`src/logic/analyzer_pkg.sv`:
```
package analyzer_pkg;

    // address channel request, shared by aw and ar
    typedef struct packed {
        logic [3:0]  id;
        logic [31:0] addr;
        logic [7:0]  len;
        logic [1:0]  burst;
    } bus_addr_t;

    typedef struct packed {
        logic [31:0] data;
        logic [3:0]  strb;
        logic        last;
    } bus_wdata_t;

    typedef struct packed {
        logic [3:0] id;
        logic [1:0] resp;
    } bus_bresp_t;

    typedef struct packed {
        logic [3:0]  id;
        logic [31:0] data;
        logic [1:0]  resp;
        logic        last;
    } bus_rdata_t;

    // one register update, word addressed
    typedef struct packed {
        logic [31:0] addr;
        logic [31:0] data;
        logic [3:0]  strb;
    } reg_write_t;

    typedef enum logic [2:0] {
        cond_logic0    = 3'd0,
        cond_logic1    = 3'd1,
        cond_dont_care = 3'd2,
        cond_rise      = 3'd3,
        cond_fall      = 3'd4,
        cond_any_edge  = 3'd5,
        cond_no_change = 3'd6,
        cond_reserved  = 3'd7   // never matches
    } cond_e;

    typedef struct packed {
        logic  invert;
        cond_e cond;
    } chan_cond_t;

    typedef enum logic [1:0] {
        mode_and  = 2'd0,
        mode_or   = 2'd1,
        mode_nand = 2'd2,
        mode_nor  = 2'd3
    } global_mode_e;

    localparam logic [1:0] resp_okay   = 2'b00;
    localparam logic [1:0] resp_slverr = 2'b10;

    localparam logic [1:0] burst_fixed = 2'd0;
    localparam logic [1:0] burst_incr  = 2'd1;

    localparam logic [31:0] addr_ctrl      = 32'h0000_0000;
    localparam logic [31:0] addr_mode      = 32'h0000_0001;
    localparam logic [31:0] addr_cond_base = 32'h0000_0010;
    localparam logic [31:0] wave_base      = 32'h0100_0000;
    localparam logic [31:0] unmapped_value = 32'hFFFF_FFFF;

    // wave region is 0x0100_0000 .. 0x01FF_FFFF
    function automatic logic is_wave(input logic [31:0] addr);
        return (addr & 32'hFF00_0000) == wave_base;
    endfunction

endpackage
```
`src/logic/bus_write_channel.sv`:
```
`timescale 1ns/100ps

module bus_write_channel (
    input  logic                      clk,
    input  logic                      analyzer_rstn_sync,
    input  analyzer_pkg::bus_addr_t   aw,
    input  logic                      aw_valid,
    output logic                      aw_ready,
    input  analyzer_pkg::bus_wdata_t  w,
    input  logic                      w_valid,
    output logic                      w_ready,
    output analyzer_pkg::bus_bresp_t  b,
    output logic                      b_valid,
    input  logic                      b_ready,
    output analyzer_pkg::reg_write_t  reg_wr,
    output logic                      reg_wr_valid
);

    typedef enum logic [1:0] {
        st_idle,
        st_data,
        st_resp
    } state_e;

    state_e      state_q, state_next;
    logic [3:0]  id_q;
    logic [31:0] addr_q;
    logic [1:0]  burst_q;
    logic        err_q;
    logic        beat_err;
    logic        aw_fire, w_fire;

    assign aw_fire = aw_valid && aw_ready;
    assign w_fire  = w_valid && w_ready;

    always_comb begin
        state_next = state_q;
        case (state_q)
            st_idle: if (aw_fire) state_next = st_data;
            st_data: if (w_fire && w.last) state_next = st_resp;
            st_resp: if (b_ready) state_next = st_idle;
            default: state_next = st_idle;
        endcase
    end

    always_ff @(posedge clk or negedge analyzer_rstn_sync) begin
        if (!analyzer_rstn_sync) begin
            state_q  <= st_idle;
            aw_ready <= 1'b0;   // rises on the first edge after release
            err_q    <= 1'b0;
        end else begin
            state_q  <= state_next;
            aw_ready <= (state_next == st_idle);
            if (aw_fire) begin
                err_q <= aw.burst[1];   // bursts 2 and 3
            end else if (w_fire) begin
                err_q <= beat_err;
            end
        end
    end

    always_ff @(posedge clk) begin
        if (aw_fire) begin
            id_q    <= aw.id;
            addr_q  <= aw.addr;
            burst_q <= aw.burst;
        end else if (w_fire && burst_q == analyzer_pkg::burst_incr) begin
            addr_q <= addr_q + 32'd1;
        end
    end

    // sticky, once a beat is bad the rest of the burst is dropped
    assign beat_err = err_q || analyzer_pkg::is_wave(addr_q);

    assign w_ready      = (state_q == st_data);
    assign reg_wr_valid = w_fire && !beat_err;
    assign reg_wr       = '{addr: addr_q, data: w.data, strb: w.strb};

    assign b_valid = (state_q == st_resp);
    assign b       = '{id: id_q,
                       resp: err_q ? analyzer_pkg::resp_slverr : analyzer_pkg::resp_okay};

endmodule

```
`config.mk`:
```
export PLATFORM = sky130hd
export DESIGN_NAME = bus_write_channel
export DESIGN_NICKNAME = d
export VERILOG_FILES = /design/src/logic/analyzer_pkg.sv /design/src/logic/bus_write_channel.sv
export SDC_FILE = /design/constraint.sdc
export NUM_CORES = 1
export LEC_CHECK = 0
export ABC_CLOCK_PERIOD_IN_PS = 8700
export BUFFER_PORTS_ARGS = -buffer_cell sky130_fd_sc_hd__clkbuf_2
export CAP_MARGIN = 10
export CORE_MARGIN = 5
export CORE_UTILIZATION = 47
export DETAILED_ROUTE_END_ITERATION = 7
export PLACE_DENSITY_LB_ADDON = 0.2
export SYNTH_ARGS = -nofsm -noshare
export SYNTH_HDL_FRONTEND = slang
export SYNTH_SLANG_ARGS = --single-unit
```
`constraint.sdc`:
```
create_clock -name clk -period 8.7 [get_ports clk]
set_clock_uncertainty 0.2 [all_clocks]
set_input_delay 0.435 -clock clk [delete_from_list [all_inputs] [get_ports clk]]
set_output_delay 0.435 -clock clk [all_outputs]
set_load 0.02 [all_outputs]
```
Word-level counts from Yosys, hierarchy flattened

Index checks and enable logic that the tools add are counted.

Equal/unequal tests: 4
Add/sub/neg operators: 1
Mux-type cells: 9
Reductions and logical operators: 11

Operator list:

| kind                                                 | number |
|---|---|
| 2-to-1 mux 32 bit                                    | 2 |
| adder 32 x 1 -> 32 bit (second input constant)       | 1 |
| equality test 8 x 1 -> 1 bit (second input constant) | 1 |
| 2-to-1 mux 2 bit                                     | 4 |
| case mux 2 bit (3 select lines)                      | 1 |
| logical AND 1 bit                                    | 5 |
| equality test 2 x 1 -> 1 bit (second input constant) | 2 |
| zero test 2 bit                                      | 2 |
| nonzero test 2 bit                                   | 2 |
| equality test 2 bit (second input constant)          | 1 |
| 2-to-1 mux 1 bit                                     | 2 |
| zero test 1 bit                                      | 1 |
| logical OR 1 bit                                     | 1 |

Logic and storage cells: 31
Input bits: 88
Output and inout port bits: 78
Flip-flop bits (word level): 42

Longest topological paths before layout

Depth after elaboration: 6
Gate-level depth with buffers: 6
Gate-level depth less buffers: 5

Worst setup path after synthesis

Ideal clock, no wire load.

Path type: flip-flop to flip-flop
From: register state_q[0]
To: register addr_q[0], enable pin
Library setup time: 0.466 ns
Buffers on the path: 0
Clock period less this slack: 3.915 ns
Setup slack: 4.785 ns
Cell stages (with the launch flop): 4
Required time: 8.034 ns
Arrival time: 3.250 ns
Cells stage by stage: dfrtp_1 -> nor2b_1 -> nand2_1 -> o21ai_0

Word-level cells in the longest chain between the ends: 4

RTL lines:

| what                                | RTL line                | source |
|---|---|---|
| start, declared                     | bus_write_channel.sv:25 | `state_e state_q, state_next;` |
| start signal, assigned              | bus_write_channel.sv:48 | `state_q <= st_idle;` |
| start signal, assigned              | bus_write_channel.sv:52 | `state_q <= state_next;` |
| equality test 2 x 1 -> 1 bit        | bus_write_channel.sv:75 | `assign w_ready = (state_q == st_data);` |
| net w_ready                         | bus_write_channel.sv:11 | `output logic w_ready,` |
| logical AND 1 bit                   | bus_write_channel.sv:34 | `assign w_fire = w_valid && w_ready;` |
| logical AND 1 bit                   | bus_write_channel.sv:67 | `end else if (w_fire && burst_q == analyzer_pkg::burst_incr) begin` |
| nonzero test 2 bit (no source line) | n/a                     |  |
| end signal, assigned                | bus_write_channel.sv:65 | `addr_q <= aw.addr;` |
| end signal, assigned                | bus_write_channel.sv:68 | `addr_q <= addr_q + 32'd1;` |
| end, declared                       | bus_write_channel.sv:27 | `logic [31:0] addr_q;` |

The timed path passes the listed nets, and every way through them passes these cells.
A chain may end at the register's enable or synchronous reset.

Worst setup path after layout

From: register addr_q[2]
To: register addr_q[27], data pin

Word-level cells in the longest chain between the ends: 3

RTL lines:

| what                   | RTL line                | source |
|---|---|---|
| adder 32 x 1 -> 32 bit | bus_write_channel.sv:68 |  |
| 2-to-1 mux 32 bit      | bus_write_channel.sv:67 |  |
| 2-to-1 mux 32 bit      | bus_write_channel.sv:63 | `if (aw_fire) begin` |

Every way passes these cells. The select of a mux whose other input is x is not followed.

==> results.md <==
* Final period util at 30.6%
* Final setup viols at 0
* GR Util All Layers at 16.1%
* Root Buffer: clkbuf_8
* DR DRC count at 0
* Post-DR vias/cell at 5.54
* Worst setup SP type: register
* Met1 GRT Util at 20.0%
* DP HPWL at 4.39 mm
* Max Cap Viol at 0
* Worst min path class: input pin to register
* Predominant post-synthesis flop cell: edfxtp_1
* Avg WL per Cell at 15.5 um
* Vias in the first global route at 2026
* Total power at 832 uW
* Clock buffer depth at 2
* CP required at 8.64 ns
* Row count at 27
* Worst vdd rail ir drop at 0.139 mV
* EDFF count, synth at 38
* Worst rel slew slack at 29.9%
* Main combinational cell family by area after synthesis: simple AND/OR/NAND/NOR gates
* Final nets at 402
* RSZ-0062 raised after global routing: no
* DR vias at 2139
* Busiest grt layer: met2
* Grt met2 use at 27.3%
* # H-tree levels at 2
* Ys async rst share at 9.52%
* Worst-path clk slew at 0.08 ns
* Syn Std Cell Area at 2640 um^2
* Die area at 7230 um^2
* Share of layout cells above drive strength 1 at 30.9%
* Share of the synthesized area in the top cell type at 43.2%
* I/O Pins at 166
* Slowest stage cell, crit path: or4_1
* Status: completed
* Final ANT Viol Nets at 0
* CP max FO at 21
* Worst skew pair latency at 0.29 ns
* Yosys warnings at 0
* Area share of xor/xnor cells in the synthesized design at 4.31%
* Initial antenna violation count at 0
* Crit path cell chain: and4_1 -> nand4_1 -> or4_1 -> a31oi_1
* Pwr/cell area at 285 nW/um^2
* F_max at 0.376 GHz
* CTS tree: yes
* Final hold violation count at 0
* M3 GR Usage at 4.27%
* Simple-gate portion of the synthesized area at 22.8%
* CTS Buf Count at 5
* Inserted Diodes at 0
* Crit end category: register
* Die X at 85 um
* Classification of the worst setup path: register to register
* Core area at 5470 um^2
* Mux cell area share after synthesis at 0%
* Clock tree sinks at 42
* Port bufs at 84
* Least-Margin Pin Slew at 1.05 ns
* GPL Wtd Cong at 0.759
* Crit path DAT at 2.60 ns
* Leading cell types by count after synthesis: buf_4 (38), edfxtp_1 (38), nand2_1 (34)
* Pre-Repair DR Iteration Count at 4
* Synth Register Bits at 42
* CP bufs+invs at 0
* First DRT Iteration DRCs at 107
* Syn_area_per_cell at 9.86 um^2
* Post-synthesis compound-gate area fraction at 11.5%
* Pleak at 1.13 nW
* Tmin final at 2.66 ns
* Top cell type by total area after synthesis: edfxtp_1
* Syn-to-layout area delta at 10.5%
* First-pass GRT wire length at 9.55 mm
* Sequential share of the synthesized area at 46.9%
* Cell variety after synth at 42
* Syn_nets at 357
* Post-CTS setup repair buffer count at 0
* Maximum number of pins on one net before global-route repair at 35
* Initial Utilization at 48.3%
* GR Overflow Total at 0
* Pins Over Slew Limit at 0
* Fin util at 53.4%
* Max incr delay on CP at 0.70 ns
* Setup_tns at 0 ns
* Post-Synthesis Cells at 268
* Final WL at 6.00 mm
* Crit-path leading delay family: simple AND/OR/NAND/NOR gates
* Ranking of synthesized cells by area: edfxtp_1 (43%), buf_4 (11%), nand2_1 (4.8%)
* Adder-Cell Fraction of Synth Area at 0.473%
* Vert. Die Dim at 85 um
[what timing repair did]
action | 4_1_cts | 5_1_grt
endpoints found under the hold margin | 4 | 0
gates resized for setup | 0 | 0
hold buffers | 1 | 0
endpoints found under the setup margin | 0 | 0
[per-layer routing]
layer	vias to the layer above	share of wire (%)
li1	1063	-
met1	999	43
met2	67	49
met3	10	7.0
met4	0	0.50
met5	-	0
[power by group]
group / switching, mW / internal (mW)
Sequential: 0.0748 / 0.317
Clock: 0.0661 / 0.0557
Combinational: 0.208 / 0.110
[cell families after synthesis]
family	Yosys count
and+or+nand+nor	111
buffers and inverters	53
AOI/OAI and AO/OA	47
DFF	42
xor gates and xnor gates	13
adders and majority gates	1
other	1
[state kept, by name (all words and copies together), names as in the netlist]
register	cells
addr_q	32
aw_ready	1
burst_q	2
err_q	1
id_q	4
state_q	2
[cells in the final DEF, fill, tap and decap left out, types with 2 or more instances in the layout]
cell type   n
clkbuf_2   84
and4_1      6
xor2_1     10
buf_4       2
inv_1       3
nand4_1    10
a31oi_1    11
nand3_1    16
o21ai_0    16
o31ai_1     8
or4_1      13
nor2_1     17
o211ai_1    5
clkinv_2    2
clkbuf_8    5
xnor2_1     3
nor2b_1     2
edfxtp_1   38
nand2_1    34
dfrtp_1     4
or3_1       2
[final cells by class]
type | instances | area (um^2)
Clock buffer | 6 | 72.6
Clock inverter | 2 | 10.0
Fill cell | 551 | 2550
Inverter | 4 | 15.0
Multi-Input combinational cell | 173 | 1050
Sequential cell | 42 | 1240
Tap cell | 72 | 90.1
Timing Repair Buffer | 87 | 445
[per-stage QoR]
stage               cell area, um^2  std cells  hold slack [ns]  worst slack (ns)
floorplan                      2640        268          -0.0606              4.78
global placement               2830        377           0.0418              5.94
detailed placement             2830        377           0.0420              5.93
CTS                            2920        386            0.107              6.02
global route                   2920        386           0.0963              5.84
finish                         2920        386            0.115              6.04
[final timing paths]
check	cells past startpoint	to	start	slack (ns)
worst max-delay path	4	addr_q[27]	addr_q[2]	6.04
worst min-delay path	1	id_q[2]	aw[44]	0.12
worst max register to register	4	addr_q[27]	addr_q[2]	6.04
worst min register to register	1	state_q[0]	state_q[1]	0.28
max in group asynchronous	2	err_q	analyzer_rstn_sync	7.91
min in group asynchronous	2	aw_ready	analyzer_rstn_sync	0.28
No activity file was read; power rests on OpenSTA's default activity.
