[src/logic/analyzer_pkg.sv]
package analyzer_pkg;

    // address channel request, shared by aw and ar
    typedef struct packed {
        logic [3:0]  id;
        logic [31:0] addr;
        logic [7:0]  len;
        logic [1:0]  burst;
    } bus_addr_t;

    typedef struct packed {
        logic [31:0] data;
        logic [3:0]  strb;
        logic        last;
    } bus_wdata_t;

    typedef struct packed {
        logic [3:0] id;
        logic [1:0] resp;
    } bus_bresp_t;

    typedef struct packed {
        logic [3:0]  id;
        logic [31:0] data;
        logic [1:0]  resp;
        logic        last;
    } bus_rdata_t;

    // one register update, word addressed
    typedef struct packed {
        logic [31:0] addr;
        logic [31:0] data;
        logic [3:0]  strb;
    } reg_write_t;

    typedef enum logic [2:0] {
        cond_logic0    = 3'd0,
        cond_logic1    = 3'd1,
        cond_dont_care = 3'd2,
        cond_rise      = 3'd3,
        cond_fall      = 3'd4,
        cond_any_edge  = 3'd5,
        cond_no_change = 3'd6,
        cond_reserved  = 3'd7   // never matches
    } cond_e;

    typedef struct packed {
        logic  invert;
        cond_e cond;
    } chan_cond_t;

    typedef enum logic [1:0] {
        mode_and  = 2'd0,
        mode_or   = 2'd1,
        mode_nand = 2'd2,
        mode_nor  = 2'd3
    } global_mode_e;

    localparam logic [1:0] resp_okay   = 2'b00;
    localparam logic [1:0] resp_slverr = 2'b10;

    localparam logic [1:0] burst_fixed = 2'd0;
    localparam logic [1:0] burst_incr  = 2'd1;

    localparam logic [31:0] addr_ctrl      = 32'h0000_0000;
    localparam logic [31:0] addr_mode      = 32'h0000_0001;
    localparam logic [31:0] addr_cond_base = 32'h0000_0010;
    localparam logic [31:0] wave_base      = 32'h0100_0000;
    localparam logic [31:0] unmapped_value = 32'hFFFF_FFFF;

    // wave region is 0x0100_0000 .. 0x01FF_FFFF
    function automatic logic is_wave(input logic [31:0] addr);
        return (addr & 32'hFF00_0000) == wave_base;
    endfunction

endpackage
[src/logic/trigger_unit.sv]
`timescale 1ns/100ps

module trigger_unit #(
    parameter int num_inputs = 8
) (
    input  logic                                       clk,
    input  logic                                       analyzer_rstn_sync,
    input  logic [num_inputs-1:0]                      digital_in,
    input  analyzer_pkg::chan_cond_t [num_inputs-1:0]  conds,
    input  analyzer_pkg::global_mode_e                 mode,
    output logic                                       hit
);

    logic [num_inputs-1:0] prev_q;
    logic [num_inputs-1:0] match;

    always_ff @(posedge clk or negedge analyzer_rstn_sync) begin
        if (!analyzer_rstn_sync) begin
            prev_q <= '0;
        end else begin
            prev_q <= digital_in;
        end
    end

    always_comb begin
        for (int i = 0; i < num_inputs; i++) begin
            case (conds[i].cond)
                analyzer_pkg::cond_logic0:    match[i] = !digital_in[i];
                analyzer_pkg::cond_logic1:    match[i] = digital_in[i];
                analyzer_pkg::cond_dont_care: match[i] = 1'b1;
                analyzer_pkg::cond_rise:      match[i] = digital_in[i] && !prev_q[i];
                analyzer_pkg::cond_fall:      match[i] = !digital_in[i] && prev_q[i];
                analyzer_pkg::cond_any_edge:  match[i] = digital_in[i] ^ prev_q[i];
                analyzer_pkg::cond_no_change: match[i] = digital_in[i] == prev_q[i];
                default:                      match[i] = 1'b0;
            endcase
            // invert does not revive the reserved code
            if (conds[i].cond != analyzer_pkg::cond_reserved) begin
                match[i] = match[i] ^ conds[i].invert;
            end
        end
    end

    always_comb begin
        case (mode)
            analyzer_pkg::mode_and:  hit = &match;
            analyzer_pkg::mode_or:   hit = |match;
            analyzer_pkg::mode_nand: hit = ~&match;
            default:                 hit = ~|match;
        endcase
    end

endmodule

[config.mk]
export PLATFORM = sky130hd
export DESIGN_NAME = trigger_unit
export DESIGN_NICKNAME = d
export VERILOG_FILES = /design/src/logic/analyzer_pkg.sv /design/src/logic/trigger_unit.sv
export SDC_FILE = /design/constraint.sdc
export NUM_CORES = 1
export LEC_CHECK = 0
export BUFFER_PORTS_ARGS = -buffer_cell sky130_fd_sc_hd__buf_2
export CORE_MARGIN = 2
export CORE_UTILIZATION = 46
export DETAILED_ROUTE_END_ITERATION = 16
export GPL_TIMING_DRIVEN = 0
export PLACE_DENSITY = 0.79
export SYNTH_ARGS = -nofsm -noshare
export SYNTH_HDL_FRONTEND = slang
export SYNTH_SLANG_ARGS = --single-unit
[constraint.sdc]
create_clock -name clk -period 2.9 [get_ports clk]
set_clock_uncertainty 0.1 [all_clocks]
set_input_delay 0.58 -clock clk [delete_from_list [all_inputs] [get_ports clk]]
set_output_delay 0.58 -clock clk [all_outputs]
set_load 0.005 [all_outputs]
After elaboration in Yosys (flattened, before gate mapping):

Cells that the tools add are included.

* equal/unequal tests: 66
* reduce and logical (&&, ||, !) cells: 45
* mux-type cells: 17
* bitwise logic cells: 16

Operators with widths (count)
* $eq 3x3->1 const B: 24
* $pmux 1 s7: 8
* $eq 3x2->1 const B: 16
* $eq 3x1->1 const B: 8
* $logic_not 3->1: 8
* $ne 3x3->1 const B: 8
* $logic_not 1->1: 18
* $logic_and 1x1->1: 16
* $xor 1x1->1: 16
* $eq 1x1->1: 8
* $mux 1: 8
* $reduce_and 8->1: 1
* $reduce_or 8->1: 1
* $pmux 1 s3: 1
* $eq 2x1->1 const B: 1
* $eq 2x2->1 const B: 1
* $logic_not 2->1: 1

* flip-flop bits (word level): 8
* output and inout bits: 1
* input bits: 44
* logic and storage cells: 145

Logic depth before layout (Yosys ltp):

Gate-level depths: netlist of run 1.

* depth after elaboration: 8
* mapped depth: 10

Worst setup path before layout of run 1:

No wires, ideal clock.

* path type: input to output
* start: in digital_in[4]
* end: out hit
* stages: 10
* buffers on the path: 0
* path slack: -0.215 ns
* arrival: 2.435 ns
* required time: 2.220 ns
* cell sequence: inv_1 -> ha_1 -> nand2b_1 -> a211o_1 -> a221oi_2 -> nand3b_1 -> nor4_2 -> a41oi_1 -> a41oi_1 -> xor2_1

* longest elaborated chain between the ends: 8
* elaborated cells on any way between the ends: 13

RTL lines
* start, declared: line trigger_unit.sv:8 `input logic [num_inputs-1:0] digital_in,`
* $logic_not 1->1: line trigger_unit.sv:28, trigger_unit.sv:32
* $logic_and 1x1->1: line trigger_unit.sv:32 `analyzer_pkg::cond_fall: match[i] = !digital_in[i] && prev_q[i];`
* $pmux 1 s7 (*): line trigger_unit.sv:27 `case (conds[i].cond)`
* $xor 1x1->1: line trigger_unit.sv:39 `match[i] = match[i] ^ conds[i].invert;`
* $mux 1 (*): line trigger_unit.sv:38 `if (conds[i].cond != analyzer_pkg::cond_reserved) begin`
* $reduce_or 8->1 or $reduce_and 8->1 (tied branches)
* $logic_not 1->1, on equally long branches: line trigger_unit.sv:49, trigger_unit.sv:48
* $pmux 1 s3 (*): line trigger_unit.sv:45 `case (mode)`
* end, declared: line trigger_unit.sv:11 `output logic hit`

Mark *: on every way between the ends. The rest lies on a longest branch, timed or not.

Worst setup path after layout of run 1:

Ends and elaborated chain as after synthesis.

==> results of run 1 <==
[cell usage after synthesis (3+ instances only)]
cell type | number | area share, %
a211o_2 | 3 | 2.2
a211oi_1 | 6 | 3.3
a21bo_2 | 4 | 3.0
a21boi_0 | 4 | 2.2
a21oi_1 | 8 | 3.0
a32oi_1 | 4 | 2.6
and3b_1 | 6 | 3.9
dfrtp_1 | 8 | 15
ha_1 | 16 | 15
inv_1 | 23 | 6.4
nand2_1 | 8 | 2.2
nand2b_1 | 17 | 7.9
nand3b_1 | 5 | 2.8
nand4_1 | 4 | 1.8
nor2_1 | 3 | 0.83
nor2b_1 | 5 | 2.3
nor3_1 | 7 | 2.6
nor3b_1 | 5 | 2.8
o2111ai_1 | 4 | 2.6
o21ai_0 | 6 | 2.2
[area by class of cell]
cell class,instances,share of cell area [%]
Multi-Input combinational cell,141,66.7
Sequential cell,8,11.4
Timing Repair Buffer,45,13.1
Clock buffer,3,1.28
Inverter,23,5.21
Tap cell,31,2.21
[power groups by stage]
stage / sequential, mW / clock [mW] / combinational [mW]
global route: 0.121 / 0.0975 / 0.238
CTS: 0.121 / 0.0906 / 0.200
detailed placement: 0.123 / 0 / 0.196
floorplan: 0.122 / 0 / 0.121
finish: 0.121 / 0.0868 / 0.212
global placement: 0.123 / 0 / 0.192
[worst min path at each step]
stage | depth (start not counted) | endpoint | slack, ps
floorplan | 0 | prev_q[0]$_DFF_PN0_ | 180
global placement | 1 | prev_q[0]$_DFF_PN0_ | 350
detailed placement | 1 | prev_q[0]$_DFF_PN0_ | 350
CTS | 1 | prev_q[4]$_DFF_PN0_ | 70
global route | 1 | prev_q[0]$_DFF_PN0_ | 70
finish | 1 | prev_q[0]$_DFF_PN0_ | 70
[cells by family (layout without fill, tap and decap cells)]
| group | count (synthesis) | in the layout |
|---|---|---|
| xor+xnor | 1 | 1 |
| mux | 2 | 2 |
| flops | 8 | 8 |
| simple gates | 69 | 69 |
| fa+ha+maj | 16 | 16 |
| compound gates | 53 | 53 |
| buf+inv | 23 | 71 |
[layer usage]
| layer | GRT usage (%) | share of wire, % | vias up |
|---|---|---|---|
| met1 | 20.7 | 45 | 641 |
| met2 | 31.0 | 49 | 35 |
| met5 | 0 | 0 | - |
| li1 | - | - | 750 |
| met4 | 7.97 | 1.4 | 0 |
| met3 | 2.68 | 4.6 | 4 |
[repair_timing]
item | in CTS | in global routing
endpoints found under the setup margin | 1 | 1
gates cloned | 0 | 0
gates resized for setup | 1 | 10
setup buffers | 1 | 0
pin swaps | 1 | 3
endpoints found under the hold margin | 0 | 0
[stage by stage]
stage          setup TNS (ps)  util (%)  instances
2_1_floorplan               0         -        172
3_3_place_gp             -468      60.0        247
3_5_place_dp             -480      60.0        247
4_1_cts                  -446      61.2        251
5_1_grt                  -546      63.0        251
6_report                 -428      63.0        251
==> results.md, run 1 <==
Logic synthesis:
- Among all flip-flop cells after synthesis, the most frequent one is dfrtp_1.
- Synthesis inferred 8 register bits.
- The synthesized netlist occupies a cell area of about 1400 sq um.
- The number of nets in the synthesized netlist is 232.
- The cell count after synthesis is roughly 170.
- During synthesis, Yosys emitted a total of 0 warnings.
- The simple-gate share of the synthesized area is approximately 32%.
- Multiplexer cells account for under 10% of the synthesized area.
- The area fraction in compound gates after synthesis is 29.5%.
- Counting flops with an async set or reset pin after synthesis yields a share of 100%.
- The sequential element share of the synthesized area is ~15%.
- The number of enable-type register cells in the synthesized netlist is 0.
- After Yosys synthesis, XOR and XNOR cells account for less than 1% of the synthesized area.
- Summing the areas of all fa, ha and maj instances in the mapped netlist gives 14.8% of the synthesized area.
- The count of cell types in the netlist is 36.
- The dominant combinational cell family by area after synthesis is simple AND/OR/NAND/NOR gates.
- The post-synthesis average cell area is slightly below 8 sq um.

GRT:
- The first global-routing pass estimated around 4800 um of wire.
- The remaining global-route overflow is 0.
- The number of global-route vias before repair is between 1000 and 1500.
- The total global-route track usage is approximately 18%.
- The pin count of the biggest net entering global routing is 9.
- The initial antenna violation count came to 0.

Clocking:
- Clock-pin slew was measured on the worst setup and hold paths at about 60 ps.
- The number of clock buffers inserted by TritonCTS is 3.
- TritonCTS built the clock tree.
- The clock net in this run drives a total of 8 sinks.
- In this run the number of H-tree levels came out at 1.
- After clock tree synthesis, the flow added hold-fix buffers numbering 0.
- In this run the clock root is driven by a clkbuf_4.
- The maximum number of buffers from clock root to sink is 2.

Timing:
- In the finished design, the share of the clock period the worst path needs comes to 115%.
- The final number of hold-violating endpoints is 0.
- The worst path in the final design needs a cycle of about 3300 ps, including I/O delays and setup.
- Setup repair after global routing could not meet its margin everywhere.
- At the pin with the least slew margin, the transition time is 345 ps.
- Setup violations remaining at the end of the flow were counted as 1.
- Across all hold checks on the routed design, the worst slack comes to 73.8 ps.
- The number of pins with negative max-slew slack in the final report is 0.
- The maximum operating frequency is 301 MHz.
- In this run the tightest slew margin relative to its limit is a little under 80%.
- The final setup slack of the worst path is -428 ps.

Cells and area:
- The most common cell after layout, fill and taps aside is buf_2.
- The summed area of non-filler cells in the final layout is 1750 sq um.
- The area added between synthesis and finish is 29.5%.
- The share of post-route cells with drive strength above 1 is approximately 35%.
- The register with the most flip-flops in the layout has 8 of them.
- The multi-input combinational cells in the finished layout cover a total of around 1200 sq um.
- Leaving out fill and tap cells, the most frequent cells in the layout are buf_2, inv_1, ha_1.
- For this run, the post-layout net count is roughly 280.
- In the final layout, the registers with the most flip-flops are prev_q: 8 flops.
- Counting flops per register, the top entry is prev_q.
- The register area is around 200 sq um.
- The filler cells instantiated in the layout total roughly 260.
- The number of diodes added for antenna fixing is 0.

Critical path:
- STA classifies the critical path startpoint as an input pin.
- For this design, the slowest cell found on the critical path is a211o_1.
- In this design, the stage delay of the slowest critical-path cell is 320 ps.
- The critical path buffer and inverter count is 3.
- The critical path goes through buf_4, inv_6, ha_4, nand2b_4, a211o_1, a221oi_2, nand3b_1, nor4_2, a41oi_1, a41oi_2, xor2_1, buf_2.
- The worst setup path category is in2out.
- The number of stages on the worst setup path is 12.
- Along the worst path, the maximum fanout reaches 5.
- Data on the critical path arrives at its endpoint at 2650 ps.
- The critical path starts at digital_in[4].
- The top cell family by delay on the critical path is compound AO/OA/AOI/OAI gates.
- The worst setup path endpoint is hit.
- STA classifies the critical path endpoint as a primary output.
- The data required time of the critical path is between 2000 and 2500 ps.

Flow run:
- The count of max-cap constraint violations is 0.

Power and ir drop:
- Summing internal, switching and leakage power gives around 0.42 mW.
- The net switching power is 0.153 mW.
- In this run the power density over the cells is about 240 nW/um^2.
- In this run, the combinational gates consume 50.6% of the power.
- In this run the static leakage power is 0.859 nW.
- The part of the total power dissipated in the clock network is about 21%.
- In this run, flip-flops and latches consume between 20% and 30% of the power.
- The worst-case IR drop observed on VDD is roughly 0.19 mV.
- The switching part of the total power is a little over a third.
- The internal power contribution is approximately 0.27 mW.

Floorplanning:
- From bottom edge to top edge, the die measures 58.3 um.
- The effective utilization at floorplan is about half.
- The die covers between 3000 and 4000 sq um.
- The die is 58.3 um wide.
- The floorplan step defined a core boundary enclosing ~2800 sq um.
- The number of rows in the core area is 19.
- The number of top-level pins is 45.

Placed design:
- The worst setup slack after placement is -480 ps.
- The post-DP HPWL is between 2000 and 2500 um.
- The weighted congestion reported at the end of routability-driven placement is between 0.7 and 0.8.
- The placed standard-cell area is approximately 1700 sq um.
- The count of buffers inserted at the top-level ports is 44.

Run status:
- The checks that failed: setup timing.
- The flow ran to the end, but the final reports show violations.

Route:
- The total number of vias is between 1000 and 1500.
- For this run, design rule violations remaining after detail routing come to 0.
- For this block, the initial DRC count from the detailed router was about 80.
- The wire length per cell after detailed routing is 11.9 um.
- After detailed routing, the number of vias per cell comes to 5.70.
- After detailed routing, the total wire length is 2990 um.
- In this run the remaining antenna-violating nets after routing total 0.
- The first detailed-routing pass took 4 iterations.

Worst hold path:
- The min-delay analysis places its worst path in the category in2async.
Note: power is estimated with default switching activity, not from simulation.
==> run 2, diff against run 1 <==
--- a/config.mk
+++ b/config.mk
@@ -7,10 +7,11 @@
 export LEC_CHECK = 0
 export BUFFER_PORTS_ARGS = -buffer_cell sky130_fd_sc_hd__buf_2
 export CORE_MARGIN = 2
-export CORE_UTILIZATION = 46
+export CORE_UTILIZATION = 51
 export DETAILED_ROUTE_END_ITERATION = 16
 export GPL_TIMING_DRIVEN = 0
-export PLACE_DENSITY = 0.79
+export PLACE_DENSITY = 0.83
+export SLEW_MARGIN = 10
 export SYNTH_ARGS = -nofsm -noshare
 export SYNTH_HDL_FRONTEND = slang
 export SYNTH_SLANG_ARGS = --single-unit
==> constraint.sdc (replaced) <==
create_clock -name clk -period 3.45 [get_ports clk]
set_clock_uncertainty 0.1 [all_clocks]
set_input_delay 0.69 -clock clk [delete_from_list [all_inputs] [get_ports clk]]
set_output_delay 0.69 -clock clk [all_outputs]
set_load 0.005 [all_outputs]
==> run 2 against run 1 <==
  * The run still ends with setup timing left
  * Final area is 5.4% higher
  * Critical path depth is 1 higher
  * Via count is 5.3% higher
  * Core utilization is 11 points higher
  * First-iteration DRC count is 31% lower
  * Highest routed layer unchanged
==> results.md, run 2 (synthesis results as in run 1) <==
Run status:
- The run finished, with violations left.
- The checks that failed: setup timing.

Timing:
- The maximum operating frequency is roughly 290 MHz.
- The final-report setup violation count is 1 (unchanged).
- The transition at the pin with the smallest max-transition slack is 333 ps (-12.4 ps).
- The worst-case headroom to the max-slew limit was 77.6% (+0.65 points).
- Setup repair after global routing could not meet its margin everywhere.
- Of the available clock period, the critical path in the final layout requires 101%.
- The number of pins with negative max-slew slack in the final report came to 0 (unchanged).
- The final hold slack is 160 ps (+86.6 ps).
- The routed design could run at a clock period as short as 3480 ps.
- The total negative slack is -26.3 ps (+401 ps).
- The final setup slack of the worst path came to -26.3 ps (+401 ps).
- The final number of hold-violating endpoints is 0 (unchanged).

Power and ir drop:
- The part of the total power dissipated in the clock network is 19.2% (-1.5 points).
- The power density over cell area came to 203 nW/um^2 (-15%).
- The net switching power is 0.136 mW (-11%).
- The power after layout is 0.375 mW (-11%).
- The combinational cell fraction of total power is 53.6% (+3.0 points).
- The internal power contribution is 0.239 mW (-11%).
- The static leakage power is 0.906 nW (+5.4%).
- The sequential cell fraction of total power was 27.2% (-1.5 points).
- The switching part of the total power is 36.3% (-0.075 points).
- The largest vdd supply drop came to 0.178 mV (-5.5%).

Flow run:
- The count of max-cap constraint violations is 0 (unchanged).

Floorplanning:
- The die area is 3080 sq um (-9.2%).
- The effective utilization at floorplan came to 54.2% (+5.5 points).
- The die width was 55.5 um (-4.7%).
- The number of top-level pins is 45 (unchanged).
- The number of rows in the core area is 18 (-1).
- The die extent in y is 55.5 um (-4.7%).
- The area of the core came to 2500 sq um (-10%).

Route:
- The first-pass detailed-route iteration total was 4 (unchanged).
- The number of remaining DRC errors is 0 (unchanged).
- The number of nets still failing antenna checks after routing came to 0 (unchanged).
- The detailed-route wire length is 3270 um (+9.4%).
- The ratio of routed vias to standard cells is 5.91 (+3.7%).
- The total number of vias was 1506 (+5.3%).
- The starting DRC count in detailed routing is 54 (-31%).
- The wire length per cell after detailed routing is 12.8 um (+7.7%).

Cells and area:
- The number of flip-flops in the largest register is 8 (unchanged).
- The share of post-route cells with drive strength above 1 is 40.4% (+5.9 points).
- The register with the highest flop count is prev_q.
- Leaving out fill and tap cells, the most frequent cell in the layout is buf_2.
- In the final layout, the registers with the most flip-flops are prev_q: 8 flops.
- The fill cell total of the finished layout is 202 (-22%).
- The number of nets in the final layout came to 287 (+1.8%).
- In the layout the commonest cells are buf_2, inv_1, ha_1.
- The area growth from synthesis to layout is 36.4%.
- The final instance count without filler cells came to 255 (+1.6%).
- The number of diodes added for antenna fixing is 0 (unchanged).

Clocking:
- The maximum number of buffers from clock root to sink is 2 (unchanged).
- The clock edge transition at the registers on the reported setup and hold paths is 50 ps (about the same).
- The number of sinks driven by the clock tree is 8 (unchanged).
- The cell sitting at the root of the clock tree is a clkbuf_4.
- The H-tree depth reported by CTS was 1 (unchanged).
- The number of clock buffers inserted by TritonCTS came to 3 (unchanged).
- The clock tree from TritonCTS is built.

Placed design:
- The worst setup slack after placement was -329 ps (+152 ps).
- The weighted congestion reported at the end of routability-driven placement came to 0.801 (+1.9%).
- The count of buffers inserted at the top-level ports is 44 (unchanged).
- The total placed cells including tap cells is 246 (-0.40%).
- The post-DP HPWL is 2480 um (+3.6%).

GRT:
- The pin count of the biggest net entering global routing came to 9 (unchanged).
- The first-pass GRT wire length is 5580 um (+17%).
- The total global-route track usage is 21.8% (+4.3 points).
- The remaining global-route overflow was 0 (unchanged).
- The number of global-route vias before repair is 1480 (+13%).
- The initial antenna violation count is 0 (unchanged).

Worst hold path:
- In this run the worst hold path is classified as in2async.

Critical path:
- The startpoint type of the worst setup path is an input pin.
- The top fanout value on the critical path was 3 (-2).
- The data required time of the critical path is 2660 ps (+440 ps).
- The worst setup path category is in2out.
- The type of element capturing the critical path is a primary output.
- The data arrival time of the critical path came to 2690 ps (+40 ps).
## run 2: power by group through the flow
| stage | Clock (mW) | Sequential, mW | Combinational (mW) |
|---|---|---|---|
| final | 0.0718 | 0.102 | 0.201 |
| after global routing | 0.0778 | 0.102 | 0.225 |
| after CTS | 0.0713 | 0.102 | 0.192 |
| after detailed placement | 0 | 0.103 | 0.156 |
| after global placement | 0 | 0.103 | 0.151 |
| after floorplan | 0 | 0.102 | 0.0935 |
## run 2: repair_timing
action	CTS	global route
resized for setup	25	6
hold buffers	0	0
pin swaps	14	1
buffers inserted	6	0
endpoints found under the hold margin	0	0
setup endpoints to repair	1	1
## run 2: final cells by class
class	instances	area, sq um	area share [%]
sequential	8	200	10.8
inverter	23	88.8	4.81
clock buffer	3	22.5	1.22
multi-input combinational	141	1220	66.1
timing repair buffer	50	278	15.0
tap	30	37.5	2.03
## run 2: worst max-delay path by stage
stage | start | to | slack [ps] | cells after the start
after floorplan | digital_in[4] | hit | 110 | 10
after global placement | digital_in[4] | hit | -290 | 12
after detailed placement | digital_in[4] | hit | -330 | 12
after CTS | digital_in[4] | hit | -30 | 12
after global routing | digital_in[4] | hit | -200 | 12
final | digital_in[4] | hit | -30 | 13
## run 2: critical path, cell delays in order
cell      delay, ps
buf_8           100
inv_4            40
ha_4            180
nand2b_4        130
a211o_1         330
a221oi_2        260
nand3b_1        150
buf_4           160
buf_4           110
buf_4           120
a41oi_2         140
xor2_1          150
buf_2           120
## run 2: per-layer routing
metal,GRT usage (%),wire length (um),vias up,share of wire (%)
met5,0,0,-,0
met1,22.9,1270,690,39
met3,4.45,155,10,4.7
li1,-,-,759,-
met2,41.2,1770,47,54
met4,9.41,74,0,2.3
## run 2: per-stage QoR
step | util, % | area, sq um
finish | 73.9 | 1850
floorplan | - | 1350
CTS | 72.6 | 1810
global route | 73.9 | 1850
global placement | 64.5 | 1610
detailed placement | 64.5 | 1610
