`src/logic/analyzer_pkg.sv`:
```
package analyzer_pkg;

    // address channel request, shared by aw and ar
    typedef struct packed {
        logic [3:0]  id;
        logic [31:0] addr;
        logic [7:0]  len;
        logic [1:0]  burst;
    } bus_addr_t;

    typedef struct packed {
        logic [31:0] data;
        logic [3:0]  strb;
        logic        last;
    } bus_wdata_t;

    typedef struct packed {
        logic [3:0] id;
        logic [1:0] resp;
    } bus_bresp_t;

    typedef struct packed {
        logic [3:0]  id;
        logic [31:0] data;
        logic [1:0]  resp;
        logic        last;
    } bus_rdata_t;

    // one register update, word addressed
    typedef struct packed {
        logic [31:0] addr;
        logic [31:0] data;
        logic [3:0]  strb;
    } reg_write_t;

    typedef enum logic [2:0] {
        cond_logic0    = 3'd0,
        cond_logic1    = 3'd1,
        cond_dont_care = 3'd2,
        cond_rise      = 3'd3,
        cond_fall      = 3'd4,
        cond_any_edge  = 3'd5,
        cond_no_change = 3'd6,
        cond_reserved  = 3'd7   // never matches
    } cond_e;

    typedef struct packed {
        logic  invert;
        cond_e cond;
    } chan_cond_t;

    typedef enum logic [1:0] {
        mode_and  = 2'd0,
        mode_or   = 2'd1,
        mode_nand = 2'd2,
        mode_nor  = 2'd3
    } global_mode_e;

    localparam logic [1:0] resp_okay   = 2'b00;
    localparam logic [1:0] resp_slverr = 2'b10;

    localparam logic [1:0] burst_fixed = 2'd0;
    localparam logic [1:0] burst_incr  = 2'd1;

    localparam logic [31:0] addr_ctrl      = 32'h0000_0000;
    localparam logic [31:0] addr_mode      = 32'h0000_0001;
    localparam logic [31:0] addr_cond_base = 32'h0000_0010;
    localparam logic [31:0] wave_base      = 32'h0100_0000;
    localparam logic [31:0] unmapped_value = 32'hFFFF_FFFF;

    // wave region is 0x0100_0000 .. 0x01FF_FFFF
    function automatic logic is_wave(input logic [31:0] addr);
        return (addr & 32'hFF00_0000) == wave_base;
    endfunction

endpackage
```
`src/logic/bus_read_channel.sv`:
```
`timescale 1ns/100ps

module bus_read_channel (
    input  logic                      clk,
    input  logic                      analyzer_rstn_sync,
    input  analyzer_pkg::bus_addr_t   ar,
    input  logic                      ar_valid,
    output logic                      ar_ready,
    output analyzer_pkg::bus_rdata_t  r,
    output logic                      r_valid,
    input  logic                      r_ready,
    output logic [31:0]               rd_req_addr,
    output logic                      rd_req_valid,
    input  logic [31:0]               rd_word
);

    typedef enum logic [1:0] {
        st_idle,
        st_req,    // address out to the register block
        st_wait,   // word comes back, catch it
        st_data    // beat offered on r
    } state_e;

    state_e      state_q, state_next;
    logic [3:0]  id_q;
    logic [31:0] addr_q;
    logic [7:0]  len_q;
    logic [1:0]  burst_q;
    logic [7:0]  beat_q;
    logic [31:0] hold_q;
    logic        ar_fire, r_fire, last;

    assign ar_fire = ar_valid && ar_ready;
    assign r_fire  = r_valid && r_ready;
    assign last    = (beat_q == len_q);

    always_comb begin
        state_next = state_q;
        case (state_q)
            st_idle: if (ar_fire) state_next = st_req;
            st_req:  state_next = st_wait;
            st_wait: state_next = st_data;
            st_data: if (r_fire) state_next = last ? st_idle : st_req;
            default: state_next = st_idle;
        endcase
    end

    always_ff @(posedge clk or negedge analyzer_rstn_sync) begin
        if (!analyzer_rstn_sync) begin
            state_q  <= st_idle;
            ar_ready <= 1'b0;
            beat_q   <= 8'd0;
        end else begin
            state_q  <= state_next;
            ar_ready <= (state_next == st_idle);
            if (ar_fire) begin
                beat_q <= 8'd0;
            end else if (r_fire && !last) begin
                beat_q <= beat_q + 8'd1;
            end
        end
    end

    always_ff @(posedge clk) begin
        if (ar_fire) begin
            id_q    <= ar.id;
            addr_q  <= ar.addr;
            len_q   <= ar.len;
            burst_q <= ar.burst;
        end else if (r_fire && !last) begin
            addr_q <= addr_q + 32'd1;   // every accepted burst type steps
        end
        if (state_q == st_wait) begin
            hold_q <= rd_word;   // stays put while r is stalled
        end
    end

    assign rd_req_addr  = addr_q;
    assign rd_req_valid = (state_q == st_req);

    assign r_valid = (state_q == st_data);
    assign r       = '{id:   id_q,
                       data: hold_q,
                       resp: burst_q[1] ? analyzer_pkg::resp_slverr
                                        : analyzer_pkg::resp_okay,
                       last: last};

endmodule

```
`config.mk`:
```
export PLATFORM = sky130hd
export DESIGN_NAME = bus_read_channel
export DESIGN_NICKNAME = d
export VERILOG_FILES = /design/src/logic/analyzer_pkg.sv /design/src/logic/bus_read_channel.sv
export SDC_FILE = /design/constraint.sdc
export NUM_CORES = 1
export LEC_CHECK = 0
export BUFFER_PORTS_ARGS = -buffer_cell sky130_fd_sc_hd__buf_2
export CAP_MARGIN = 25
export CORE_ASPECT_RATIO = 0.75
export CORE_MARGIN = 4
export CORE_UTILIZATION = 46
export CTS_BUF_LIST = sky130_fd_sc_hd__clkbuf_8
export CTS_CLUSTER_DIAMETER = 200
export DETAILED_ROUTE_END_ITERATION = 7
export PLACE_DENSITY = 0.81
export SYNTH_ARGS = -nofsm -noshare
export SYNTH_HDL_FRONTEND = slang
export SYNTH_SLANG_ARGS = --single-unit
```
`constraint.sdc`:
```
create_clock -name clk -period 3.6 [get_ports clk]
set_input_delay 0.54 -clock clk [delete_from_list [all_inputs] [get_ports clk]]
set_output_delay 0.54 -clock clk [all_outputs]
set_load 0.05 [all_outputs]
```
; ---- After elaboration in Yosys (flattened, before gate mapping)
; Index checks and enable logic that the tools add are counted.
; Widths: inputs -> output; s select.
[totals]
regBits = 89
in_bits = 82
output_inout_bits = 74
wordCells = 30
[op_classes]
addsub = 2
eq_ne = 4
mux = 9
reduce_logical = 7
[ops]
columns = op, count
row1 = $mux 32, 2
row2 = $add 32x1->32 const B, 1
row3 = $mux 8, 2
row4 = $add 8x1->8 const B, 1
row5 = $eq 8x8->1, 1
row6 = $pmux 2 s4, 1
row7 = $mux 2, 3
row8 = $eq 2x2->1 const B, 2
row9 = $logic_not 2->1, 2
row10 = $logic_and 1x1->1, 3
row11 = $eq 2x1->1 const B, 1
row12 = $reduce_bool 2->1, 1
row13 = $logic_not 1->1, 1
row14 = $mux 1, 1

; ---- Logic depth before layout (Yosys ltp)
; Gate-level depths: netlist (run 1).
[depth]
ltp_word = 5
depth_mapped = 7
depth_no_buf = 5

; ---- Worst setup path before layout (run 1)
; No wires, ideal clock.
[synth_timing]
path_type = input port to flip-flop
startpoint = in r_ready
endpoint = reg addr_q[0], in the netlist rd_req_addr[0] (enable)
setup_ns = 0.466
t_arrival_ns = 3.261
required_time_ns = 3.134
setup_slack_ns = -0.126
stages = 4
cell_sequence = and2_1 clkbuf_1 nand2_1 o21ai_0
[synth_between]
elab_chain_cells = 3
[synth_lines]
columns = element, line_no
row1 = start: declaration, bus_read_channel.sv:11  ; input logic r_ready,
row2 = $logic_and 1x1->1, bus_read_channel.sv:34  ; assign r_fire = r_valid && r_ready;
row3 = $logic_and 1x1->1, bus_read_channel.sv:70  ; end else if (r_fire && !last) begin
row4 = $reduce_bool 2->1 (no line), -
row5 = end signal: assignment, bus_read_channel.sv:67  ; addr_q <= ar.addr;
row6 = end signal: assignment, bus_read_channel.sv:71  ; addr_q <= addr_q + 32'd1;
row7 = end: declaration, bus_read_channel.sv:26  ; logic [31:0] addr_q;
; No other way between the ends.
; A chain may end at the register's enable or synchronous reset.

==> impl_metrics.env, run 1 <==
export IMPL_status="complete, no violations"
export IMPL_cts_repair_resized=0
export IMPL_final_setup_viol_count=0
export IMPL_nets_in_the_synthesized_netlist=423
export IMPL_drt_pass1_iterations=7
export IMPL_async_flop_share_pct=12.5
export IMPL_synth_cells=339
export IMPL_drtAntennaViolNets=0
export IMPL_crit_path_end="r[0]"
export IMPL_synth_edff_count=77
export IMPL_static_leakage_power_nw=2.04
export IMPL_vias=3278
export IMPL_post_place_cells=584
export IMPL_cp_depth=5
export IMPL_cts_buffers=9
export IMPL_rows=29
export IMPL_first_iter_violations=229
export IMPL_critPathRequiredTime_ns=3.06
export IMPL_avgSynthCellArea_um2=12.0
export IMPL_grt_first_pass_wirelength_mm=15.0
export IMPL_critPathSlowestCell="sky130_fd_sc_hd__dfrtp_1"
export IMPL_floorplan_die_height_um=89.4
export IMPL_irDropWorstVdd_v=0.000533
export IMPL_post_cts_setup_buffers=0
export IMPL_area_growth_syn_to_layout_pct=26.8
export IMPL_slew_headroom_pct=48.6
export IMPL_hpwlAfterDp_mm=7.08
export IMPL_cts_htree_levels=3
export IMPL_grt_setup_unrepaired="false"
export IMPL_drc=0
export IMPL_critical_path_buf_inv_count=2
export IMPL_floorplan_die_area_um2=10400
export IMPL_cpPeakStageDelay_ns=0.44
export IMPL_setup_worst_path_start="beat_q[4]$_DFFE_PN0P_"
export IMPL_ios=156
export IMPL_final_nets=572
export IMPL_cts_reportedPaths_clkPinSlew_ns=0.09
export IMPL_post_route_period_util_pct=70.8
export IMPL_finalHoldViolations=0
export IMPL_timing_worst_slew_pin_value_ns=0.772
export IMPL_fp_dieW_um=117
export IMPL_mostFrequentLayoutCell="sky130_fd_sc_hd__buf_2"
export IMPL_diodes=0
export IMPL_post_route_util_pct=60.4
export IMPL_worstSkewPairLatency_ns=0.36
export IMPL_synth_warning_count=0
export IMPL_grt_antenna_before_repair=0
export IMPL_period_needed_ns=2.55
export IMPL_maximum_number_of_pins_on_one_net_before_global_route_repair=50
export IMPL_finalNonFillerCells=601
export IMPL_cts_root_buf="sky130_fd_sc_hd__clkbuf_8"
export IMPL_port_buffers=153
export IMPL_grt_ovfl_total=0
export IMPL_critPathMaxFanout=11
export IMPL_skew_ns=0.0114
export IMPL_pwr_density_cell_nw_per_um2=834
export IMPL_reg2regPathDepth=4
export IMPL_core_area_um2=8530
export IMPL_drv_slew=0
export IMPL_worstHoldPathType="input port to asynchronous set/reset pin"
export IMPL_cap_viol_max_count=0
export IMPL_final_cell_mix="153 x sky130_fd_sc_hd__buf_2, 77 x sky130_fd_sc_hd__edfxtp_1, 36 x sky130_fd_sc_hd__nand2_1"
export IMPL_critPathKind="flop to output port"
export IMPL_tritoncts_clock_tree="built"
export IMPL_achievable_frequency_ghz=0.392
export IMPL_r2r_end="rd_req_addr[23]$_DFFE_PP_"
export IMPL_crit_path_cell_trace="xor2_1 > nor4_1 > buf_4 > and2_1 > buf_2"
export IMPL_setup_worst_path_start_class="flop"
export IMPL_synth_main_ff_cell="sky130_fd_sc_hd__edfxtp_1"
export IMPL_drt_vias_per_instance=5.45
export IMPL_post_route_setup_tns_ns=0
export IMPL_cts_max_path_buffers=2
export IMPL_synth_seq_cells=88
export IMPL_gr_usage_all_layers_pct=18.8
export IMPL_start_util_pct=47.6
export IMPL_setup_reg_to_reg_worst_slack_ns=1.08
export IMPL_gpl_final_weighted_congestion=0.846
export IMPL_routedWlPerCell_um=16.2
export IMPL_mappedNetlistArea_um2=4060
export IMPL_cts_num_sinks=88
export IMPL_arrival_ns=2.01
export IMPL_layout_drive_gt1_share_pct=37.1
export IMPL_crit_family="simple AND/OR/NAND/NOR gates"
export IMPL_rr_startpoint="rd_req_addr[8]$_DFFE_PP_"
export IMPL_post_synth_num_cell_types=36
export IMPL_route_final_wire_length_mm=9.71
export IMPL_synth_yosys_seq_area_share_pct=63.7
export IMPL_first_global_vias=3046
export IMPL_timing_critical_path_to_type="output port"
export IMPL_cts_hold_repair_buffers=0
worst reg2reg max path, cell delays in order, from the launching register on:
cell                       delay [ns]
sky130_fd_sc_hd__edfxtp_1        0.44
sky130_fd_sc_hd__nand4_2         0.23
sky130_fd_sc_hd__or4_1           0.84
sky130_fd_sc_hd__or4_1           0.64
sky130_fd_sc_hd__a31oi_1         0.22
power breakdown:
group          total [mW]  switching (mW)  leakage [nW]  internal [mW]
Clock               0.705           0.377         0.101          0.328
Sequential           1.78           0.258         0.859           1.52
Combinational        1.81            1.37          1.08          0.441
Total                4.29            2.00          2.04           2.29
metrics by stage:
stage	cell area, µm²	total power [mW]	hold slack [ns]	setup slack [ns]
floorplan	4060	3.11	0.244	0.737
global placement	4920	3.53	0.426	1.24
detailed placement	4920	3.59	0.430	1.12
CTS	5120	4.30	0.0202	1.03
global route	5150	4.53	0.0266	0.870
finish	5150	4.29	0.0386	1.05
cell type report:
cell class                      count  area (µm²)
Fill cell                         680        3380
Sequential cell                    88        2590
Timing Repair Buffer              159         831
Clock inverter                      7        77.6
Tap cell                          108         135
Multi-Input combinational cell    221        1360
Inverter                            9        33.8
Clock buffer                        9         124
flip-flops by register name, indices dropped and copies added, names as in the netlist:
name,count
beat_q,8
hold_q,32
len_q,8
id_q,4
rd_req_addr,32
burst_q,1
state_q,2
ar_ready,1
cells by family (layout without fill, tap and decap cells):
group           count (synthesis)  count (layout)  synth area share [%]
compound gates                 63              63                  9.73
buf+inv                        30             184                  3.17
simple gates                  127             127                  16.5
other cells                     1               1                0.0923
fa+ha+maj                       2               2                 0.616
xor+xnor                       23              23                  4.96
flops                          88              88                  63.7
mux                             5               5                  1.23
synthesized netlist by cell type, drive strengths merged (3+ instances only):
cell	instances	area share [%]
a2111o	3	0.83
a21oi	8	0.99
a31oi	15	2.3
and2	6	0.92
buf	5	0.86
clkbuf	16	1.5
dfrtp	11	6.8
edfxtp	77	57
inv	8	0.74
mux2i	5	1.2
nand2	37	3.4
nand2b	4	0.62
nand3	12	1.5
nand4	11	2.0
nor2	21	1.9
nor4	6	0.92
o21ai	21	2.6
o31ai	13	2.4
or2	3	0.46
or3	4	0.62
or4	16	3.0
xnor2	10	2.2
xor2	13	2.8
worst min-delay path by stage:
| stage | end | cells after the start | slack (ns) |
|---|---|---|---|
| after floorplan | ar_ready$_DFF_PN0_ | 0 | 0.24 |
| after global placement | beat_q[2]$_DFFE_PN0P_ | 1 | 0.43 |
| after detailed placement | beat_q[2]$_DFFE_PN0P_ | 1 | 0.43 |
| after CTS | beat_q[4]$_DFFE_PN0P_ | 1 | 0.02 |
| after global routing | beat_q[4]$_DFFE_PN0P_ | 1 | 0.03 |
| final | beat_q[4]$_DFFE_PN0P_ | 1 | 0.04 |
routing by layer:
| metal | global-route usage (%) | share of wire [%] |
|---|---|---|
| met5 | 0 | 0 |
| met4 | 6.32 | 1.5 |
| met3 | 6.77 | 13 |
| met2 | 29.6 | 45 |
| met1 | 24.3 | 41 |
No activity file was read; power rests on OpenSTA's default activity.
==> run 2, diff against run 1 <==
ABC_AREA = 1   (was not set)
CORE_UTILIZATION = 52   (was 46)
PLACE_DENSITY = 0.85   (was 0.81)
clock period = 2.5 ns   (was 3.6 ns; I/O delays follow)
==> impl_metrics.env, run 2 <==
export IMPL_cts_buffers=9
export IMPL_synth_main_ff_cell="sky130_fd_sc_hd__edfxtp_1"
export IMPL_port_buffers=153
export IMPL_synth_yosys_seq_area_share_pct=58.1
export IMPL_worstSkewPairLatency_ns=0.36
export IMPL_gpl_final_weighted_congestion=0.905
export IMPL_async_flop_share_pct=12.5
export IMPL_grt_setup_unrepaired="false"
export IMPL_post_route_setup_tns_ns=0
export IMPL_multi_input_comb_area_um2=1670
export IMPL_hold_path_cell_count=1
export IMPL_p_sw_share_pct=48.6
export IMPL_finish_instance_area_um2=5560
export IMPL_floorplan_die_area_um2=10100
export IMPL_hpwlAfterDp_mm=8.96
export IMPL_cts_root_buf="sky130_fd_sc_hd__clkbuf_8"
export IMPL_first_global_vias=3824
export IMPL_drt_vias_per_instance=5.07
export IMPL_irDropWorstVdd_v=0.000860
export IMPL_seq_area_um2=2590
export IMPL_fp_dieW_um=115
export IMPL_pwr_density_cell_nw_per_um2=1170
export IMPL_finalHoldViolations=0
export IMPL_fillerInstances=667
export IMPL_static_leakage_power_nw=2.54
export IMPL_avgSynthCellArea_um2=9.05
export IMPL_cap_viol_max_count=0
export IMPL_drv_slew=0
export IMPL_cts_max_path_buffers=2
export IMPL_p_int_mw=3.36
export IMPL_maximum_number_of_pins_on_one_net_before_global_route_repair=53
export IMPL_gr_usage_all_layers_pct=23.8
export IMPL_power_sequential_fraction_pct=39.6
export IMPL_post_route_period_util_pct=87.0
export IMPL_mostFrequentLayoutCell="sky130_fd_sc_hd__nand2_1"
export IMPL_tritoncts_clock_tree="built"
export IMPL_area_growth_syn_to_layout_pct=24.8
export IMPL_power_clock_fraction_pct=15.7
export IMPL_period_needed_ns=2.17
export IMPL_reg2regPathDepth=9
export IMPL_yosys_top_cells_area="sky130_fd_sc_hd__edfxtp_1 52%, sky130_fd_sc_hd__nand2_1 17%, sky130_fd_sc_hd__dfrtp_1 6.2%, sky130_fd_sc_hd__nor2_1 4.0%, sky130_fd_sc_hd__inv_1 2.8%"
export IMPL_achievable_frequency_ghz=0.460
export IMPL_synth_edff_count=77
export IMPL_core_area_um2=8090
export IMPL_final_cell_mix="201 x sky130_fd_sc_hd__nand2_1, 153 x sky130_fd_sc_hd__buf_2, 77 x sky130_fd_sc_hd__edfxtp_1"
export IMPL_dpl_cell_area_um2=5340
export IMPL_critPathMaxFanout=10
export IMPL_first_iter_violations=307
export IMPL_grt_ovfl_total=0
export IMPL_drc=0
export IMPL_skew_ns=0.0142
export IMPL_ios=156
export IMPL_final_nets=734
export IMPL_synth_largest_area_cell="sky130_fd_sc_hd__edfxtp_1"
export IMPL_setup_worst_path_start_class="flop"
export IMPL_cts_num_sinks=88
export IMPL_synth_cells=492
export IMPL_synth_seq_cells=88
export IMPL_power_frac_comb_pct=44.7
export IMPL_synth_largest_type_area_fraction_pct=51.9
export IMPL_rows=28
export IMPL_synth_warning_count=0
export IMPL_arrival_ns=1.80
export IMPL_nets_in_the_synthesized_netlist=576
export IMPL_layout_drive_gt1_share_pct=30.7
export IMPL_final_setup_viol_count=0
export IMPL_timing_critical_path_to_type="output port"
export IMPL_worstHoldPathType="input port to flop"
export IMPL_cts_htree_levels=3
export IMPL_drt_pass1_iterations=5
export IMPL_grt_first_pass_wirelength_mm=18.6
export IMPL_mappedNetlistArea_um2=4450
export IMPL_route_final_wire_length_mm=11.7
export IMPL_drtAntennaViolNets=0
export IMPL_start_util_pct=55.0
export IMPL_cell_with_the_most_instances_after_synthesis="sky130_fd_sc_hd__nand2_1"
export IMPL_post_synth_num_cell_types=25
export IMPL_floorplan_die_height_um=88.1
export IMPL_cts_repair_resized=0
export IMPL_status="complete, no violations"
export IMPL_grt_antenna_before_repair=1
export IMPL_p_switching_mw=3.17
export IMPL_cts_reportedPaths_clkPinSlew_ns=0.10
export IMPL_vias=3857
export IMPL_yosys_top_cells_count="201 x sky130_fd_sc_hd__nand2_1, 77 x sky130_fd_sc_hd__edfxtp_1, 48 x sky130_fd_sc_hd__nor2_1, 33 x sky130_fd_sc_hd__inv_1, 19 x sky130_fd_sc_hd__nand3_1"
export IMPL_routedWlPerCell_um=15.3
export IMPL_critPathRequiredTime_ns=2.12
export IMPL_critPathKind="flop to output port"
## run 2: timing repair
| action | CTS | global route |
|---|---|---|
| endpoints found under the hold margin | 11 | 0 |
| setup buffers | 0 | 0 |
| hold buffers | 1 | 0 |
## run 2: layer usage
layer  vias up  GRT usage, %  part of all wire, %
li1       1909             -                    -
met1      1757          30.0                   42
met2       175          38.4                   46
met3        16          8.70                   11
met4         0          7.68                  1.6
met5         -             0                    0
## run 2: cells by family after synthesis
family | after synthesis | synth area share, %
AO/OA/AOI/OAI | 21 | 2.42
XOR/XNOR | 18 | 3.54
adder cells (fa/ha/maj) | 2 | 0.562
buffers and inverters | 49 | 4.41
flip-flops | 88 | 58.1
other | 1 | 0.0842
AND/OR/NAND/NOR | 313 | 30.9
## run 2: layout make-up
class                   count  share of cell area, %
clock buffers               9                   2.23
multi-input cells         355                   30.1
flip-flops and latches     88                   46.6
clock inverters             7                   1.44
diodes                      1                 0.0450
repair buffers            158                   14.7
well taps                 105                   2.36
inverters                  38                   2.57
## run 2: stage by stage
step,cells,utilization [%],setup WS [ns],hold slack [ns],power (mW)
floorplan,492,-,0.280,0.0794,4.75
global placement,743,66.0,0.644,0.262,5.45
detailed placement,743,66.0,0.603,0.276,5.53
CTS,760,68.6,0.337,0.169,6.55
global route,761,68.7,0.167,0.152,6.89
finish,761,68.7,0.326,0.176,6.53
## run 2: worst paths after layout
path,startpoint,endpoint,slack (ns)
max,beat_q[7]$_DFFE_PN0P_,r[0],0.33
min,ar[5],len_q[3]$_DFFE_PP_,0.18
max reg2reg,beat_q[5]$_DFFE_PN0P_,rd_req_addr[13]$_DFFE_PP_,0.58
min reg2reg,beat_q[4]$_DFFE_PN0P_,beat_q[4]$_DFFE_PN0P_,0.59
max in group asynchronous,analyzer_rstn_sync,beat_q[6]$_DFFE_PN0P_,1.83
min in group asynchronous,analyzer_rstn_sync,beat_q[2]$_DFFE_PN0P_,0.43
## run 2: power groups by stage
stage,Combinational (mW),Sequential (mW),Clock [mW]
3_5_place_dp,2.92,2.61,0
4_1_cts,2.93,2.58,1.04
5_1_grt,3.14,2.64,1.11
6_report,2.92,2.58,1.03
3_3_place_gp,2.87,2.58,0
2_1_floorplan,1.03,3.72,0
## run 2: critical path, cell delays in order, from the launching register on
cell                      delay, ns
sky130_fd_sc_hd__dfrtp_1       0.42
sky130_fd_sc_hd__inv_1         0.09
sky130_fd_sc_hd__nand2_1       0.05
sky130_fd_sc_hd__nand2_1       0.05
sky130_fd_sc_hd__nand2_1       0.08
sky130_fd_sc_hd__nor2_1        0.18
sky130_fd_sc_hd__nand2_2       0.19
sky130_fd_sc_hd__inv_1         0.10
sky130_fd_sc_hd__buf_2         0.27
==> run 3, diff against run 2 <==
CORE_UTILIZATION = 50   (was 52)
CTS_BUF_LIST = not set   (was sky130_fd_sc_hd__clkbuf_8)
PLACE_DENSITY = 0.82   (was 0.85)
==> impl_metrics.env, run 3 (same netlist as run 2, synthesis figures left out) <==
export IMPL_pwr_density_cell_nw_per_um2=1220
export IMPL_grt_first_pass_wirelength_mm=17.6
export IMPL_holdPathEnd="len_q[5]$_DFFE_PP_"
export IMPL_cts_htree_levels=3
export IMPL_p_switching_mw=3.22
export IMPL_hold_path_cell_count=1
export IMPL_hpwlAfterDp_mm=8.50
export IMPL_route_final_wire_length_mm=11.1
export IMPL_final_setup_viol_count=0
export IMPL_power_clock_fraction_pct=20.6
export IMPL_post_route_period_util_pct=86.1
export IMPL_setup_worst_path_start_class="flop"
export IMPL_floorplan_die_height_um=89.7
export IMPL_p_int_mw=3.70
export IMPL_reg2regPathDepth=9
export IMPL_static_leakage_power_nw=2.59
export IMPL_grt_setup_unrepaired="false"
export IMPL_critPathMaxFanout=10
export IMPL_power_sequential_fraction_pct=37.7
export IMPL_floorplan_die_area_um2=10500
export IMPL_first_iter_violations=244
export IMPL_cts_max_path_buffers=2
export IMPL_layout_drive_gt1_share_pct=30.9
export IMPL_skew_ns=0.0104
export IMPL_cts_num_sinks=88
export IMPL_holdWs_ns=0.199
export IMPL_cts_root_buf="sky130_fd_sc_hd__clkbuf_16"
export IMPL_worstSkewPairLatency_ns=0.35
export IMPL_cts_reportedPaths_clkPinSlew_ns=0.07
export IMPL_cts_buffers=9
export IMPL_fillerInstances=721
export IMPL_gpl_final_weighted_congestion=0.948
export IMPL_post_route_setup_tns_ns=0
export IMPL_cap_viol_max_count=0
export IMPL_critPathKind="flop to output port"
export IMPL_core_area_um2=8560
export IMPL_grt_antenna_before_repair=0
export IMPL_maximum_number_of_pins_on_one_net_before_global_route_repair=61
export IMPL_tritoncts_clock_tree="built"
export IMPL_timing_critical_path_to_type="output port"
export IMPL_drc=0
export IMPL_p_sw_share_pct=46.6
export IMPL_area_growth_syn_to_layout_pct=27.6
export IMPL_status="complete, no violations"
export IMPL_irDropWorstVdd_v=0.000898
export IMPL_r2r_end="rd_req_addr[26]$_DFFE_PP_"
export IMPL_routedWlPerCell_um=14.5
export IMPL_start_util_pct=52.0
export IMPL_launch_point_of_the_worst_hold_path="ar[7]"
export IMPL_post_place_cells=747
export IMPL_drt_pass1_iterations=4
export IMPL_fp_dieW_um=117
export IMPL_vias=3821
export IMPL_power_frac_comb_pct=41.7
export IMPL_rows=29
export IMPL_finalHoldViolations=0
export IMPL_achievable_frequency_ghz=0.465
export IMPL_drt_vias_per_instance=5.00
export IMPL_mostFrequentLayoutCell="sky130_fd_sc_hd__nand2_1"
export IMPL_critPathRequiredTime_ns=2.12
export IMPL_final_cell_mix="201 x sky130_fd_sc_hd__nand2_1, 153 x sky130_fd_sc_hd__buf_2, 77 x sky130_fd_sc_hd__edfxtp_1"
export IMPL_setup_reg_to_reg_worst_slack_ns=0.59
export IMPL_worstHoldPathType="input port to flop"
export IMPL_finalNonFillerCells=764
export IMPL_drv_slew=0
export IMPL_first_global_vias=3692
export IMPL_ios=156
export IMPL_diodes=0
export IMPL_drtAntennaViolNets=0
export IMPL_gr_usage_all_layers_pct=21.5
export IMPL_port_buffers=153
export IMPL_period_needed_ns=2.15
export IMPL_final_nets=735
export IMPL_arrival_ns=1.78
export IMPL_rr_startpoint="beat_q[0]$_DFFE_PN0P_"
export IMPL_grt_ovfl_total=0
==> run 3: cell count changes in the layout (fill, tap and decap cells not counted), sizes merged <==
cell / previous run / this run
clkinv: 5 / 2
buf: 157 / 158
diode: 1 / 0
inv: 39 / 42
==> run 3: what timing repair did <==
item,4_1_cts,5_1_grt
gates resized for setup,0,0
hold buffers,1,0
endpoints found under the hold margin,11,0
setup buffers,0,0
==> run 3: how the worst max path moves through the flow <==
| stage | from | to | slack, ns | cells after the start |
|---|---|---|---|---|
| 2_1_floorplan | ar_ready$_DFF_PN0_ | rd_req_addr[0]$_DFFE_PP_ | 0.28 | 3 |
| 3_3_place_gp | beat_q[0]$_DFFE_PN0P_ | rd_req_addr[8]$_DFFE_PP_ | 0.65 | 9 |
| 3_5_place_dp | beat_q[0]$_DFFE_PN0P_ | rd_req_addr[4]$_DFFE_PP_ | 0.60 | 9 |
| 4_1_cts | beat_q[0]$_DFFE_PN0P_ | r[0] | 0.33 | 8 |
| 5_1_grt | beat_q[0]$_DFFE_PN0P_ | r[0] | 0.19 | 8 |
| 6_report | beat_q[0]$_DFFE_PN0P_ | r[0] | 0.35 | 8 |
==> run 3: through the flow <==
stage / total power, mW / worst slack, ns / utilization, % / area [µm²]
after floorplan: 4.75 / 0.280 / - / 4450
after global placement: 5.44 / 0.655 / 62.5 / 5350
after detailed placement: 5.52 / 0.605 / 62.5 / 5350
after CTS: 6.96 / 0.328 / 66.4 / 5680
after global routing: 7.29 / 0.186 / 66.4 / 5680
final: 6.92 / 0.347 / 66.4 / 5680
==> run 3: area by class of cell <==
class	instances	area [µm²]	share of cell area, %
clock buffers	9	225	3.96
clock inverters	7	95.1	1.67
inverters	38	143	2.51
multi-input cells	355	1670	29.4
flip-flops and latches	88	2590	45.5
well taps	108	135	2.38
repair buffers	159	826	14.5
==> run 3: metal layers <==
| metal | vias up | GRT usage, % | wire [µm] |
|---|---|---|---|
| met4 | 0 | 6.78 | 184 |
| met5 | - | 0 | 0 |
| met3 | 13 | 9.73 | 1200 |
| met1 | 1730 | 25.7 | 4430 |
| li1 | 1907 | - | - |
| met2 | 171 | 34.7 | 5270 |
==> run 3: worst max-delay path, stage by stage, from the launching register on <==
cell                      delay (ns)
sky130_fd_sc_hd__dfrtp_1        0.42
sky130_fd_sc_hd__inv_1          0.12
sky130_fd_sc_hd__nand2_1        0.06
sky130_fd_sc_hd__nand2_1        0.05
sky130_fd_sc_hd__nand2_1        0.07
sky130_fd_sc_hd__nor2_2         0.16
sky130_fd_sc_hd__nand2_2        0.18
sky130_fd_sc_hd__inv_1          0.09
sky130_fd_sc_hd__buf_2          0.26
==> run 3: power groups by stage <==
stage               logic (mW)  clock network [mW]  registers, mW
finish                    2.88                1.43           2.61
global route              3.11                1.52           2.66
CTS                       2.91                1.46           2.60
detailed placement        2.90                   0           2.62
global placement          2.84                   0           2.60
floorplan                 1.03                   0           3.72
